===== config.mk =====
export PLATFORM = sky130hd
export DESIGN_NAME = renameCore
export DESIGN_NICKNAME = d
export VERILOG_FILES = /design/src/verilog/frontPkg.sv /design/src/verilog/dispatchRouter.sv /design/src/verilog/instrDecoder.sv /design/src/verilog/issueQueue.sv /design/src/verilog/issueSelect.sv /design/src/verilog/renameCore.sv /design/src/verilog/renameUnit.sv
export SDC_FILE = /design/constraint.sdc
export NUM_CORES = 2
export LEC_CHECK = 0
export BUFFER_PORTS_ARGS = -buffer_cell sky130_fd_sc_hd__buf_4
export CAP_MARGIN = 20
export CORE_ASPECT_RATIO = 0.75
export CORE_MARGIN = 8
export CORE_UTILIZATION = 44
export DETAILED_ROUTE_END_ITERATION = 16
export SLEW_MARGIN = 20
export SYNTH_ARGS = -nofsm -noshare
export SYNTH_HDL_FRONTEND = slang
export SYNTH_SLANG_ARGS = --single-unit

===== constraint.sdc =====
create_clock -name clk -period 14.2 [get_ports clk]
set_clock_uncertainty 0.15 [all_clocks]
set_input_delay 0.71 -clock clk [delete_from_list [all_inputs] [get_ports clk]]
set_output_delay 0.71 -clock clk [all_outputs]
set_load 0.01 [all_outputs]

===== src/verilog/frontPkg.sv =====
package frontPkg;

    localparam int PHYS_TAGS = 64;
    localparam int ARCH_REGS = 32;
    localparam int TAG_W = $clog2(PHYS_TAGS);

    typedef logic [TAG_W-1:0] physTag;
    typedef logic [4:0] archReg;

    typedef enum logic [2:0] {
        classAlu,
        classAluImm,
        classLoad,
        classStore,
        classBranch,   // Conditional branches, JAL and JALR
        classLui,      // LUI and AUIPC
        classIllegal
    } opClass;

    // Decoder output, one RV32I instruction
    typedef struct packed {
        opClass     cls;
        logic [2:0] funct3;
        logic [6:0] funct7;
        archReg     rs1;
        archReg     rs2;
        archReg     rd;
        logic       useRs1;
        logic       useRs2;
        logic       writesRd;   // Never set for rd = x0
        logic [31:0] imm;
        logic [7:0] seqNum;
    } decodedOp;

    // Rename output, carried through the issue queues
    typedef struct packed {
        opClass     cls;
        logic [2:0] funct3;
        logic [6:0] funct7;
        logic [31:0] imm;
        physTag     src1Tag;
        physTag     src2Tag;
        physTag     destTag;
        physTag     oldDestTag;   // Previous mapping of rd, freed at retire
        logic       src1Ready;
        logic       src2Ready;
        logic       writesRd;
        logic [7:0] seqNum;
    } renamedOp;

endpackage


===== src/verilog/dispatchRouter.sv =====
`timescale 1ns/1ns
module dispatchRouter #(
    parameter int NUM_QUEUES  = 3,
    parameter int QUEUE_DEPTH = 4
) (
    input  logic                  clk,
    input  logic                  rstN,
    input  logic                  renValid,
    input  frontPkg::renamedOp    renOp,
    output logic                  renCredit,
    input  logic                  wakeValid,
    input  frontPkg::physTag      wakeTag,
    output logic [NUM_QUEUES-1:0] qValid,
    output frontPkg::renamedOp    qOp,
    input  logic [NUM_QUEUES-1:0] qCredit
);
    import frontPkg::*;

    localparam int CNT_W = $clog2(QUEUE_DEPTH + 1);
    localparam int SEL_W = (NUM_QUEUES > 1) ? $clog2(NUM_QUEUES) : 1;

    renamedOp         heldOp;
    logic             heldValid;
    logic [CNT_W-1:0] credCnt [NUM_QUEUES];
    logic [SEL_W-1:0] sel;

    // Most credits wins, lowest index on a tie
    always_comb begin
        sel = '0;
        for (int i = 1; i < NUM_QUEUES; i++) begin
            if (credCnt[i] > credCnt[sel]) begin
                sel = SEL_W'(i);
            end
        end
    end

    always_comb begin
        qValid = '0;
        if (heldValid && credCnt[sel] != '0) begin
            qValid[sel] = 1'b1;
        end
    end

    assign renCredit = |qValid;
    assign qOp = heldOp;

    always_ff @(posedge clk or negedge rstN) begin
        if (!rstN) begin
            heldValid <= 1'b0;
            for (int i = 0; i < NUM_QUEUES; i++) begin
                credCnt[i] <= CNT_W'(QUEUE_DEPTH);
            end
        end else begin
            heldValid <= (heldValid && !renCredit) || renValid;
            for (int i = 0; i < NUM_QUEUES; i++) begin
                credCnt[i] <= credCnt[i] - CNT_W'(qValid[i]) + CNT_W'(qCredit[i]);
            end
        end
    end

    // A waiting op still picks up wakeups
    always_ff @(posedge clk) begin
        if (renValid) begin
            heldOp <= renOp;
        end else if (wakeValid) begin
            if (heldOp.src1Tag == wakeTag) begin
                heldOp.src1Ready <= 1'b1;
            end
            if (heldOp.src2Tag == wakeTag) begin
                heldOp.src2Ready <= 1'b1;
            end
        end
    end

endmodule


===== src/verilog/instrDecoder.sv =====
`timescale 1ns/1ns
module instrDecoder (
    input  logic               clk,
    input  logic               rstN,
    input  logic               instrValid,
    input  logic [31:0]        instr,
    output logic               instrCredit,
    output logic               decValid,
    output frontPkg::decodedOp decOp,
    input  logic               decCredit
);
    import frontPkg::*;

    decodedOp   bufOp [2];
    logic       wrPtr;
    logic       rdPtr;
    logic [1:0] bufCnt;
    logic [1:0] credCnt;   // Credits toward rename
    logic [7:0] seqCnt;

    function automatic decodedOp decode(input logic [31:0] w, input logic [7:0] seq);
        decodedOp d;
        logic [31:0] immI;
        logic [31:0] immS;
        logic [31:0] immB;
        logic [31:0] immU;
        logic [31:0] immJ;
        immI = {{20{w[31]}}, w[31:20]};
        immS = {{20{w[31]}}, w[31:25], w[11:7]};
        immB = {{19{w[31]}}, w[31], w[7], w[30:25], w[11:8], 1'b0};
        immU = {w[31:12], 12'b0};
        immJ = {{11{w[31]}}, w[31], w[19:12], w[20], w[30:21], 1'b0};
        d = '0;
        d.funct3 = w[14:12];
        d.funct7 = w[31:25];
        d.rs1 = w[19:15];
        d.rs2 = w[24:20];
        d.rd = w[11:7];
        d.seqNum = seq;
        // Flags below are {useRs1, useRs2, writesRd}
        case (w[6:0])
            7'b0110011: begin
                d.cls = classAlu;
                {d.useRs1, d.useRs2, d.writesRd} = 3'b111;
            end
            7'b0010011: begin
                d.cls = classAluImm;
                {d.useRs1, d.useRs2, d.writesRd} = 3'b101;
                d.imm = immI;
            end
            7'b0000011: begin
                d.cls = classLoad;
                {d.useRs1, d.useRs2, d.writesRd} = 3'b101;
                d.imm = immI;
            end
            7'b0100011: begin
                d.cls = classStore;
                {d.useRs1, d.useRs2, d.writesRd} = 3'b110;
                d.imm = immS;
            end
            7'b1100011: begin
                d.cls = classBranch;
                {d.useRs1, d.useRs2, d.writesRd} = 3'b110;
                d.imm = immB;
            end
            7'b1101111: begin   // JAL links into rd
                d.cls = classBranch;
                {d.useRs1, d.useRs2, d.writesRd} = 3'b001;
                d.imm = immJ;
            end
            7'b1100111: begin   // JALR
                d.cls = classBranch;
                {d.useRs1, d.useRs2, d.writesRd} = 3'b101;
                d.imm = immI;
            end
            7'b0110111, 7'b0010111: begin
                d.cls = classLui;
                {d.useRs1, d.useRs2, d.writesRd} = 3'b001;
                d.imm = immU;
            end
            default: d.cls = classIllegal;   // No register use at all
        endcase
        d.writesRd = d.writesRd && (w[11:7] != 5'd0);
        return d;
    endfunction

    assign decValid = (bufCnt != 2'd0) && (credCnt != 2'd0);
    assign decOp = bufOp[rdPtr];
    assign instrCredit = decValid;   // Entry leaves the buffer

    always_ff @(posedge clk or negedge rstN) begin
        if (!rstN) begin
            wrPtr <= 1'b0;
            rdPtr <= 1'b0;
            bufCnt <= 2'd0;
            credCnt <= 2'd1;
            seqCnt <= 8'd0;
        end else begin
            if (instrValid) begin
                wrPtr <= ~wrPtr;
                seqCnt <= seqCnt + 8'd1;
            end
            if (decValid) begin
                rdPtr <= ~rdPtr;
            end
            bufCnt <= bufCnt + 2'(instrValid) - 2'(decValid);
            credCnt <= credCnt - 2'(decValid) + 2'(decCredit);
        end
    end

    always_ff @(posedge clk) begin
        if (instrValid) begin
            bufOp[wrPtr] <= decode(instr, seqCnt);   // Decode on entry
        end
    end

    // Rename hands back no more credits than it was sent
    assert property (@(posedge clk) disable iff (!rstN) credCnt <= 2'd1)
        else $error("instrDecoder: credit counter out of range");

endmodule


===== src/verilog/issueQueue.sv =====
`timescale 1ns/1ns
module issueQueue #(
    parameter int QUEUE_DEPTH = 4
) (
    input  logic               clk,
    input  logic               rstN,
    input  logic               inValid,
    input  frontPkg::renamedOp inOp,
    input  logic               wakeValid,
    input  frontPkg::physTag   wakeTag,
    output logic               offerValid,
    output frontPkg::renamedOp offerOp,
    input  logic               grant,
    output logic               qCredit
);
    import frontPkg::*;

    localparam int IDX_W = (QUEUE_DEPTH > 1) ? $clog2(QUEUE_DEPTH) : 1;

    renamedOp         entryOp [QUEUE_DEPTH];
    logic [QUEUE_DEPTH-1:0] entryValid;
    logic [IDX_W-1:0] entryAge [QUEUE_DEPTH];   // Rank among valid entries, 0 is youngest
    logic [IDX_W-1:0] offerIdx;
    logic [IDX_W-1:0] freeIdx;
    logic             removing;
    logic             full;

    // Oldest entry with both sources ready
    always_comb begin
        offerValid = 1'b0;
        offerIdx = '0;
        for (int i = 0; i < QUEUE_DEPTH; i++) begin
            if (entryValid[i] && entryOp[i].src1Ready && entryOp[i].src2Ready &&
                (!offerValid || entryAge[i] > entryAge[offerIdx])) begin
                offerValid = 1'b1;
                offerIdx = IDX_W'(i);
            end
        end
    end

    always_comb begin
        freeIdx = '0;
        for (int i = QUEUE_DEPTH - 1; i >= 0; i--) begin
            if (!entryValid[i]) begin
                freeIdx = IDX_W'(i);
            end
        end
    end

    assign full = &entryValid;
    assign offerOp = entryOp[offerIdx];
    assign removing = offerValid && grant;
    assign qCredit = removing;

    always_ff @(posedge clk or negedge rstN) begin
        if (!rstN) begin
            entryValid <= '0;
            for (int i = 0; i < QUEUE_DEPTH; i++) begin
                entryAge[i] <= '0;
            end
        end else begin
            for (int i = 0; i < QUEUE_DEPTH; i++) begin
                if (entryValid[i] && !(removing && offerIdx == IDX_W'(i))) begin
                    entryAge[i] <= entryAge[i] + IDX_W'(inValid)
                        - IDX_W'(removing && entryAge[i] > entryAge[offerIdx]);
                end
            end
            if (removing) begin
                entryValid[offerIdx] <= 1'b0;
            end
            if (inValid) begin
                entryValid[freeIdx] <= 1'b1;
                entryAge[freeIdx] <= '0;
            end
        end
    end

    always_ff @(posedge clk) begin
        for (int i = 0; i < QUEUE_DEPTH; i++) begin
            if (wakeValid && entryOp[i].src1Tag == wakeTag) begin
                entryOp[i].src1Ready <= 1'b1;
            end
            if (wakeValid && entryOp[i].src2Tag == wakeTag) begin
                entryOp[i].src2Ready <= 1'b1;
            end
        end
        if (inValid) begin
            entryOp[freeIdx] <= inOp;
            if (wakeValid && inOp.src1Tag == wakeTag) begin
                entryOp[freeIdx].src1Ready <= 1'b1;   // Same-cycle wakeup on write
            end
            if (wakeValid && inOp.src2Tag == wakeTag) begin
                entryOp[freeIdx].src2Ready <= 1'b1;
            end
        end
    end

    // Router credits keep a full queue from being written
    assert property (@(posedge clk) disable iff (!rstN) inValid |-> !full)
        else $error("issueQueue: op received while full");

endmodule


===== src/verilog/issueSelect.sv =====
`timescale 1ns/1ns
module issueSelect #(
    parameter int NUM_QUEUES    = 3,
    parameter int ISSUE_CREDITS = 2
) (
    input  logic                  clk,
    input  logic                  rstN,
    input  logic [NUM_QUEUES-1:0] offerValid,
    input  frontPkg::renamedOp    offerOp [NUM_QUEUES],
    output logic [NUM_QUEUES-1:0] grant,
    output logic                  issueValid,
    output frontPkg::renamedOp    issueOp,
    input  logic                  issueCredit
);
    import frontPkg::*;

    localparam int SEL_W = (NUM_QUEUES > 1) ? $clog2(NUM_QUEUES) : 1;
    localparam int CNT_W = $clog2(ISSUE_CREDITS + 1);

    logic [SEL_W-1:0] lastGrant;
    logic [SEL_W-1:0] pick;
    logic [CNT_W-1:0] credCnt;
    logic             found;

    always_comb begin
        int idx;
        found = 1'b0;
        pick = '0;
        grant = '0;
        // Search starts just after the last granted queue
        for (int k = 1; k <= NUM_QUEUES; k++) begin
            idx = (int'(lastGrant) + k) % NUM_QUEUES;
            if (!found && offerValid[idx]) begin
                found = 1'b1;
                pick = SEL_W'(idx);
            end
        end
        if (credCnt != '0) begin
            grant[pick] = found;
        end
    end

    always_ff @(posedge clk or negedge rstN) begin
        if (!rstN) begin
            lastGrant <= SEL_W'(NUM_QUEUES - 1);   // Queue 0 goes first
            credCnt <= CNT_W'(ISSUE_CREDITS);
            issueValid <= 1'b0;
        end else begin
            issueValid <= |grant;
            credCnt <= credCnt - CNT_W'(|grant) + CNT_W'(issueCredit);
            if (|grant) begin
                lastGrant <= pick;
            end
        end
    end

    always_ff @(posedge clk) begin
        if (|grant) begin
            issueOp <= offerOp[pick];
        end
    end

endmodule


===== src/verilog/renameCore.sv =====
`timescale 1ns/1ns
module renameCore #(
    parameter int NUM_QUEUES    = 3,
    parameter int QUEUE_DEPTH   = 4,
    parameter int ISSUE_CREDITS = 2
) (
    input  logic               clk,
    input  logic               rstN,
    input  logic               instrValid,
    input  logic [31:0]        instr,
    output logic               instrCredit,
    output logic               issueValid,
    output frontPkg::renamedOp issueOp,
    input  logic               issueCredit,
    input  logic               wakeValid,
    input  frontPkg::physTag   wakeTag,
    input  logic               relValid,
    input  frontPkg::physTag   relTag
);
    import frontPkg::*;

    logic                  decValid;
    logic                  decCredit;
    decodedOp              decOp;
    logic                  renValid;
    logic                  renCredit;
    renamedOp              renOp;
    logic [NUM_QUEUES-1:0] qValid;
    logic [NUM_QUEUES-1:0] qCredit;
    renamedOp              qOp;
    logic [NUM_QUEUES-1:0] offerValid;
    logic [NUM_QUEUES-1:0] grant;
    renamedOp              offerOp [NUM_QUEUES];

    instrDecoder u_instrDecoder (
        .clk        (clk),
        .rstN       (rstN),
        .instrValid (instrValid),
        .instr      (instr),
        .instrCredit(instrCredit),
        .decValid   (decValid),
        .decOp      (decOp),
        .decCredit  (decCredit)
    );

    renameUnit u_renameUnit (
        .clk       (clk),
        .rstN      (rstN),
        .decValid  (decValid),
        .decOp     (decOp),
        .decCredit (decCredit),
        .renValid  (renValid),
        .renOp     (renOp),
        .renCredit (renCredit),
        .wakeValid (wakeValid),
        .wakeTag   (wakeTag),
        .relValid  (relValid),
        .relTag    (relTag)
    );

    dispatchRouter #(
        .NUM_QUEUES (NUM_QUEUES),
        .QUEUE_DEPTH(QUEUE_DEPTH)
    ) u_dispatchRouter (
        .clk      (clk),
        .rstN     (rstN),
        .renValid (renValid),
        .renOp    (renOp),
        .renCredit(renCredit),
        .wakeValid(wakeValid),
        .wakeTag  (wakeTag),
        .qValid   (qValid),
        .qOp      (qOp),
        .qCredit  (qCredit)
    );

    // All queues see the same op bus, qValid picks one
    for (genvar q = 0; q < NUM_QUEUES; q++) begin : g_queue
        issueQueue #(
            .QUEUE_DEPTH(QUEUE_DEPTH)
        ) u_issueQueue (
            .clk       (clk),
            .rstN      (rstN),
            .inValid   (qValid[q]),
            .inOp      (qOp),
            .wakeValid (wakeValid),
            .wakeTag   (wakeTag),
            .offerValid(offerValid[q]),
            .offerOp   (offerOp[q]),
            .grant     (grant[q]),
            .qCredit   (qCredit[q])
        );
    end

    issueSelect #(
        .NUM_QUEUES   (NUM_QUEUES),
        .ISSUE_CREDITS(ISSUE_CREDITS)
    ) u_issueSelect (
        .clk        (clk),
        .rstN       (rstN),
        .offerValid (offerValid),
        .offerOp    (offerOp),
        .grant      (grant),
        .issueValid (issueValid),
        .issueOp    (issueOp),
        .issueCredit(issueCredit)
    );

endmodule


===== src/verilog/renameUnit.sv =====
`timescale 1ns/1ns
module renameUnit (
    input  logic               clk,
    input  logic               rstN,
    input  logic               decValid,
    input  frontPkg::decodedOp decOp,
    output logic               decCredit,
    output logic               renValid,
    output frontPkg::renamedOp renOp,
    input  logic               renCredit,
    input  logic               wakeValid,
    input  frontPkg::physTag   wakeTag,
    input  logic               relValid,
    input  frontPkg::physTag   relTag
);
    import frontPkg::*;

    localparam int FREE_N = PHYS_TAGS - ARCH_REGS;
    localparam int PTR_W = $clog2(FREE_N);

    decodedOp             inOp;
    logic                 inValid;
    logic                 credOk;   // Single credit toward the router
    physTag               mapTable [ARCH_REGS];
    physTag               freeList [FREE_N];
    logic [PTR_W-1:0]     freeHead;
    logic [PTR_W-1:0]     freeTail;
    logic [PTR_W:0]       freeCnt;
    logic [PHYS_TAGS-1:0] readyBits;
    logic                 fire;
    logic                 popTag;
    physTag               src1Tag;
    physTag               src2Tag;

    // Unused sources read x0, which stays on tag 0
    assign src1Tag = inOp.useRs1 ? mapTable[inOp.rs1] : '0;
    assign src2Tag = inOp.useRs2 ? mapTable[inOp.rs2] : '0;

    assign fire = inValid && credOk && (!inOp.writesRd || freeCnt != '0);
    assign popTag = fire && inOp.writesRd;
    assign renValid = fire;
    assign decCredit = fire;

    always_comb begin
        renOp = '0;
        renOp.cls = inOp.cls;
        renOp.funct3 = inOp.funct3;
        renOp.funct7 = inOp.funct7;
        renOp.imm = inOp.imm;
        renOp.src1Tag = src1Tag;
        renOp.src2Tag = src2Tag;
        renOp.src1Ready = readyBits[src1Tag] || (wakeValid && wakeTag == src1Tag);
        renOp.src2Ready = readyBits[src2Tag] || (wakeValid && wakeTag == src2Tag);
        renOp.writesRd = inOp.writesRd;
        renOp.seqNum = inOp.seqNum;
        if (inOp.writesRd) begin
            renOp.destTag = freeList[freeHead];
            renOp.oldDestTag = mapTable[inOp.rd];
        end
    end

    always_ff @(posedge clk or negedge rstN) begin
        if (!rstN) begin
            inValid <= 1'b0;
            credOk <= 1'b1;
            freeHead <= '0;
            freeTail <= '0;
            freeCnt <= (PTR_W+1)'(FREE_N);
            readyBits <= '1;
            for (int i = 0; i < ARCH_REGS; i++) begin
                mapTable[i] <= physTag'(i);   // Identity map
            end
            for (int i = 0; i < FREE_N; i++) begin
                freeList[i] <= physTag'(ARCH_REGS + i);
            end
        end else begin
            inValid <= (inValid && !fire) || decValid;
            credOk <= (credOk && !fire) || renCredit;
            if (wakeValid) begin
                readyBits[wakeTag] <= 1'b1;
            end
            if (popTag) begin
                readyBits[renOp.destTag] <= 1'b0;
                mapTable[inOp.rd] <= renOp.destTag;
                freeHead <= freeHead + 1'b1;
            end
            if (relValid) begin
                freeList[freeTail] <= relTag;
                freeTail <= freeTail + 1'b1;
            end
            freeCnt <= freeCnt + (PTR_W+1)'(relValid) - (PTR_W+1)'(popTag);
        end
    end

    always_ff @(posedge clk) begin
        if (decValid) begin
            inOp <= decOp;
        end
    end

    // Only retired old destinations come back, so the list cannot overflow
    assert property (@(posedge clk) disable iff (!rstN) relValid |-> freeCnt != FREE_N)
        else $error("renameUnit: tag released into a full free list");

endmodule


==> impl_metrics.csv <==
group,metric,value,unit
job,drv_cap,0,
layout,final_common_cell,"edfxtp_1",
timing,final_hold_viol_count,0,
setup_path,critPathCapture,"u_issueSelect.issueOp[55]",
clocking,cts_buffer_depth,3,
layout,final_cell_mix,"edfxtp_1 (1309), mux2_2 (412), nor2_1 (350)",
clocking,ctsResizeCount,0,
clocking,cts_tree,"yes",
clocking,clk_latency,0.84,ns
pwr,finalPower,12.4,mW
clocking,clock_sink_count,1864,
routing,drc,0,
setup_path,reg2reg_to,"u_issueSelect.issueOp[55]",
routing,via_count,48942,
logic_synthesis,async_reset_ff_share,28.5,%
routing,drtIter0Drc,5343,
logic_synthesis,syn_inst,5296,
setup_path,r2r_slack,6.52,ns
clocking,clk_pin_slew,0.06,ns
routing,postRouteAntennaNets,0,
floorplanning,rows,136,
logic_synthesis,syn_area,80500,um^2
logic_synthesis,ys_seq_area_share,66.4,%
timing,rsz0062_at_grt,"false",
pwr,p_per_area,137,nW/um^2
layout,area_growth,12.3,%
pwr,leakage,32.0,nW
layout,design_area,90400,um^2
setup_path,rr_startpoint,"g_queue[2].u_issueQueue.entryAge[7]",
setup_path,crit_path_start,"g_queue[2].u_issueQueue.entryAge[7]",
setup_path,crit_path_start_kind,"flip-flop",
setup_path,critical_path_required,14.58,ns
timing,tns,0,ns
timing,final_max_slew_viol_count,0,
timing,period_share,54.1,%
floorplanning,io_pins,132,
timing,period_needed,7.68,ns
floorplanning,core,182000,um^2
setup_path,worstPathArrival,8.07,ns
place,gp_congestion,0.858,
floorplanning,die_y,386,um
timing,worst_slew_pin_slew,1.16,ns
logic_synthesis,synth_edf_count,1309,
global_route,grt_usage,22.8,%
logic_synthesis,synth_fp_nets,5438,
layout,nets,5542,
global_route,grt_max_degree,166,
global_route,grt.overflow.total,0,
clocking,clockRootBuffer,"clkbuf_16",
place,io_buffer_count,131,
timing,setup_viol,0,
layout,drive_gt1_share,26.1,%
worst_hold_path,worstHoldPathType,"input port to flip-flop",
logic_synthesis,synth-seq-cells,1864,
layout,stdcell_count,7977,
floorplanning,die_w,510,um
setup_path,critical_path_class,"flip-flop to flip-flop",
place,place_hpwl,136000,um
logic_synthesis,synthFlopType,"edfxtp_1",
routing,post_drt_wl_per_cell,28.6,um
setup_path,path_max_fanout,73,
routing,finalWirelength,228000,um
logic_synthesis,yosys_warnings,0,
timing,max_freq,0.130,GHz
setup_path,end_kind,"flip-flop",
logic_synthesis,avgSynthCellArea,15.2,um^2
timing,hold_slack,0.0491,ns
logic_synthesis,yosys.cell_types.count,95,
routing,avgViaCountPerCell,6.14,
global_route,grt_pass1_vias,48314,
global_route,grt_pass1_wl,334000,um
floorplanning,start_util,44.1,%
global_route,grt_antenna_before_repair,11,
timing,relSlewSlack,22.7,%
run_status,status,"finished, final reports clean",
floorplanning,die_area,197000,um^2
setup_path,r2r_cells,22,
clocking,ctsHtreeMaxLevel,4,
pwr,ir_drop,0.0999,mV
place,placedCellCount,7603,
layout,fill_cells,15332,
place,place_area,84000,um^2
clocking,cts_buffers,183,
routing,dr.pass1.iters,5,
[cells in the mapped netlist (73+ instances only)]
cell type	count	area share, %
nor2_1	357	1.7
ha_1	88	1.4
clkbuf_1	228	1.1
a221o_1	77	0.96
nand2_1	273	1.3
mux2_2	412	5.8
o21ai_0	139	0.86
a221oi_1	164	1.8
mux4_2	198	5.5
inv_1	83	0.39
edfxtp_1	1309	49
mux2i_1	73	0.91
xor2_1	97	1.1
a22oi_1	245	2.3
xnor2_1	120	1.3
a21oi_1	186	1.2
o221ai_1	80	0.87
dfstp_2	264	8.6
dfrtp_1	267	8.3
[metal layers]
layer	GRT usage (%)	up-vias	wire, um
met5	0	-	27
met4	5.81	4	5190
met3	5.82	329	22100
met2	33.2	2158	98100
met1	34.3	25446	103000
li1	-	21005	-
[report_power, final]
part / internal [mW] / switching, mW / total, mW
Sequential: 6.32 / 0.209 / 6.53
Combinational: 0.463 / 0.527 / 0.990
Clock: 2.75 / 2.12 / 4.87
Total: 9.54 / 2.86 / 12.4
[layout make-up]
| class | instances | area, um^2 | area share [%] |
|---|---|---|---|
| timing repair buffer | 246 | 1950 | 2.15 |
| clock inverter | 92 | 972 | 1.08 |
| tap | 2415 | 3020 | 3.34 |
| inverter | 95 | 365 | 0.404 |
| sequential | 1864 | 53400 | 59.1 |
| clock buffer | 250 | 5060 | 5.60 |
| antenna | 5 | 12.5 | 0.0138 |
| multi-input combinational | 3010 | 25600 | 28.3 |
[how the worst min path moves through the flow]
| stage | from | end | slack, ns | cells past startpoint |
|---|---|---|---|---|
| 6_report | instrValid | u_instrDecoder.wrPtr | 0.05 | 2 |
| 5_1_grt | instrValid | u_instrDecoder.seqCnt[0] | 0.03 | 2 |
| 4_1_cts | instrValid | u_instrDecoder.wrPtr | 0.002 | 2 |
| 3_5_place_dp | u_renameUnit.renOp[65] | u_dispatchRouter.qOp[65] | 0.26 | 0 |
| 3_3_place_gp | u_renameUnit.renOp[65] | u_dispatchRouter.qOp[65] | 0.25 | 0 |
| 2_1_floorplan | u_renameUnit.renOp[0] | u_dispatchRouter.qOp[0] | 0.25 | 0 |
[logic make-up after synthesis]
| logic type | count (synthesis) | share of synthesized area, % |
|---|---|---|
| flops | 1864 | 66.4 |
| compound gates | 1049 | 9.55 |
| simple gates | 949 | 5.38 |
| mux | 701 | 12.7 |
| buf+inv | 422 | 2.20 |
| xor+xnor | 217 | 2.36 |
| fa+ha+maj | 94 | 1.49 |
[registers in the layout (all words and copies together), names as in the netlist, 2 cells and up]
signal / count
g_queue.u_issueQueue.entryAge: 24
g_queue.u_issueQueue.entryOp: 960
g_queue.u_issueQueue.entryValid: 12
u_dispatchRouter.credCnt: 9
u_dispatchRouter.qOp: 80
u_instrDecoder.bufCnt: 2
u_instrDecoder.bufOp: 142
u_instrDecoder.credCnt: 2
u_instrDecoder.seqCnt: 8
u_issueSelect.credCnt: 2
u_issueSelect.issueOp: 80
u_issueSelect.lastGrant: 2
u_renameUnit.freeCnt: 6
u_renameUnit.freeHead: 5
u_renameUnit.freeList: 192
u_renameUnit.freeTail: 5
u_renameUnit.inOp: 17
u_renameUnit.mapTable: 192
u_renameUnit.readyBits: 64
u_renameUnit.renOp: 54
[metrics by stage]
stage / setup slack, ns / util [%]
floorplan: 4.26 / -
global placement: 6.67 / 46.1
detailed placement: 6.63 / 46.1
CTS: 6.63 / 49.5
global route: 6.01 / 49.5
finish: 6.52 / 49.5
[what timing repair did]
item,4_1_cts,5_1_grt
hold buffers,27,0
endpoints found under the hold margin,101,0
endpoints found under the setup margin,0,0
setup buffers,0,0
[critical path, cell delays in order, from the launching register on]
cell and delay [ns]:
dfrtp_1 0.41, inv_1 0.06, ha_1 0.28, nor2b_1 0.13, o21ai_0 0.28, a41o_1 0.36
mux2i_1 0.31, ha_1 0.29, nor2b_1 0.13, o21ai_0 0.36, a21o_1 0.22, nor2_1 0.05
a21o_1 0.18, ha_1 0.29, nor2b_1 0.12, o21ai_0 0.13, a21oi_4 0.71, buf_4 0.84
buf_4 0.86, nor3_2 0.08, buf_4 0.43, a221oi_1 0.39, o221ai_1 0.16
No activity file was read; power rests on OpenSTA's default activity.
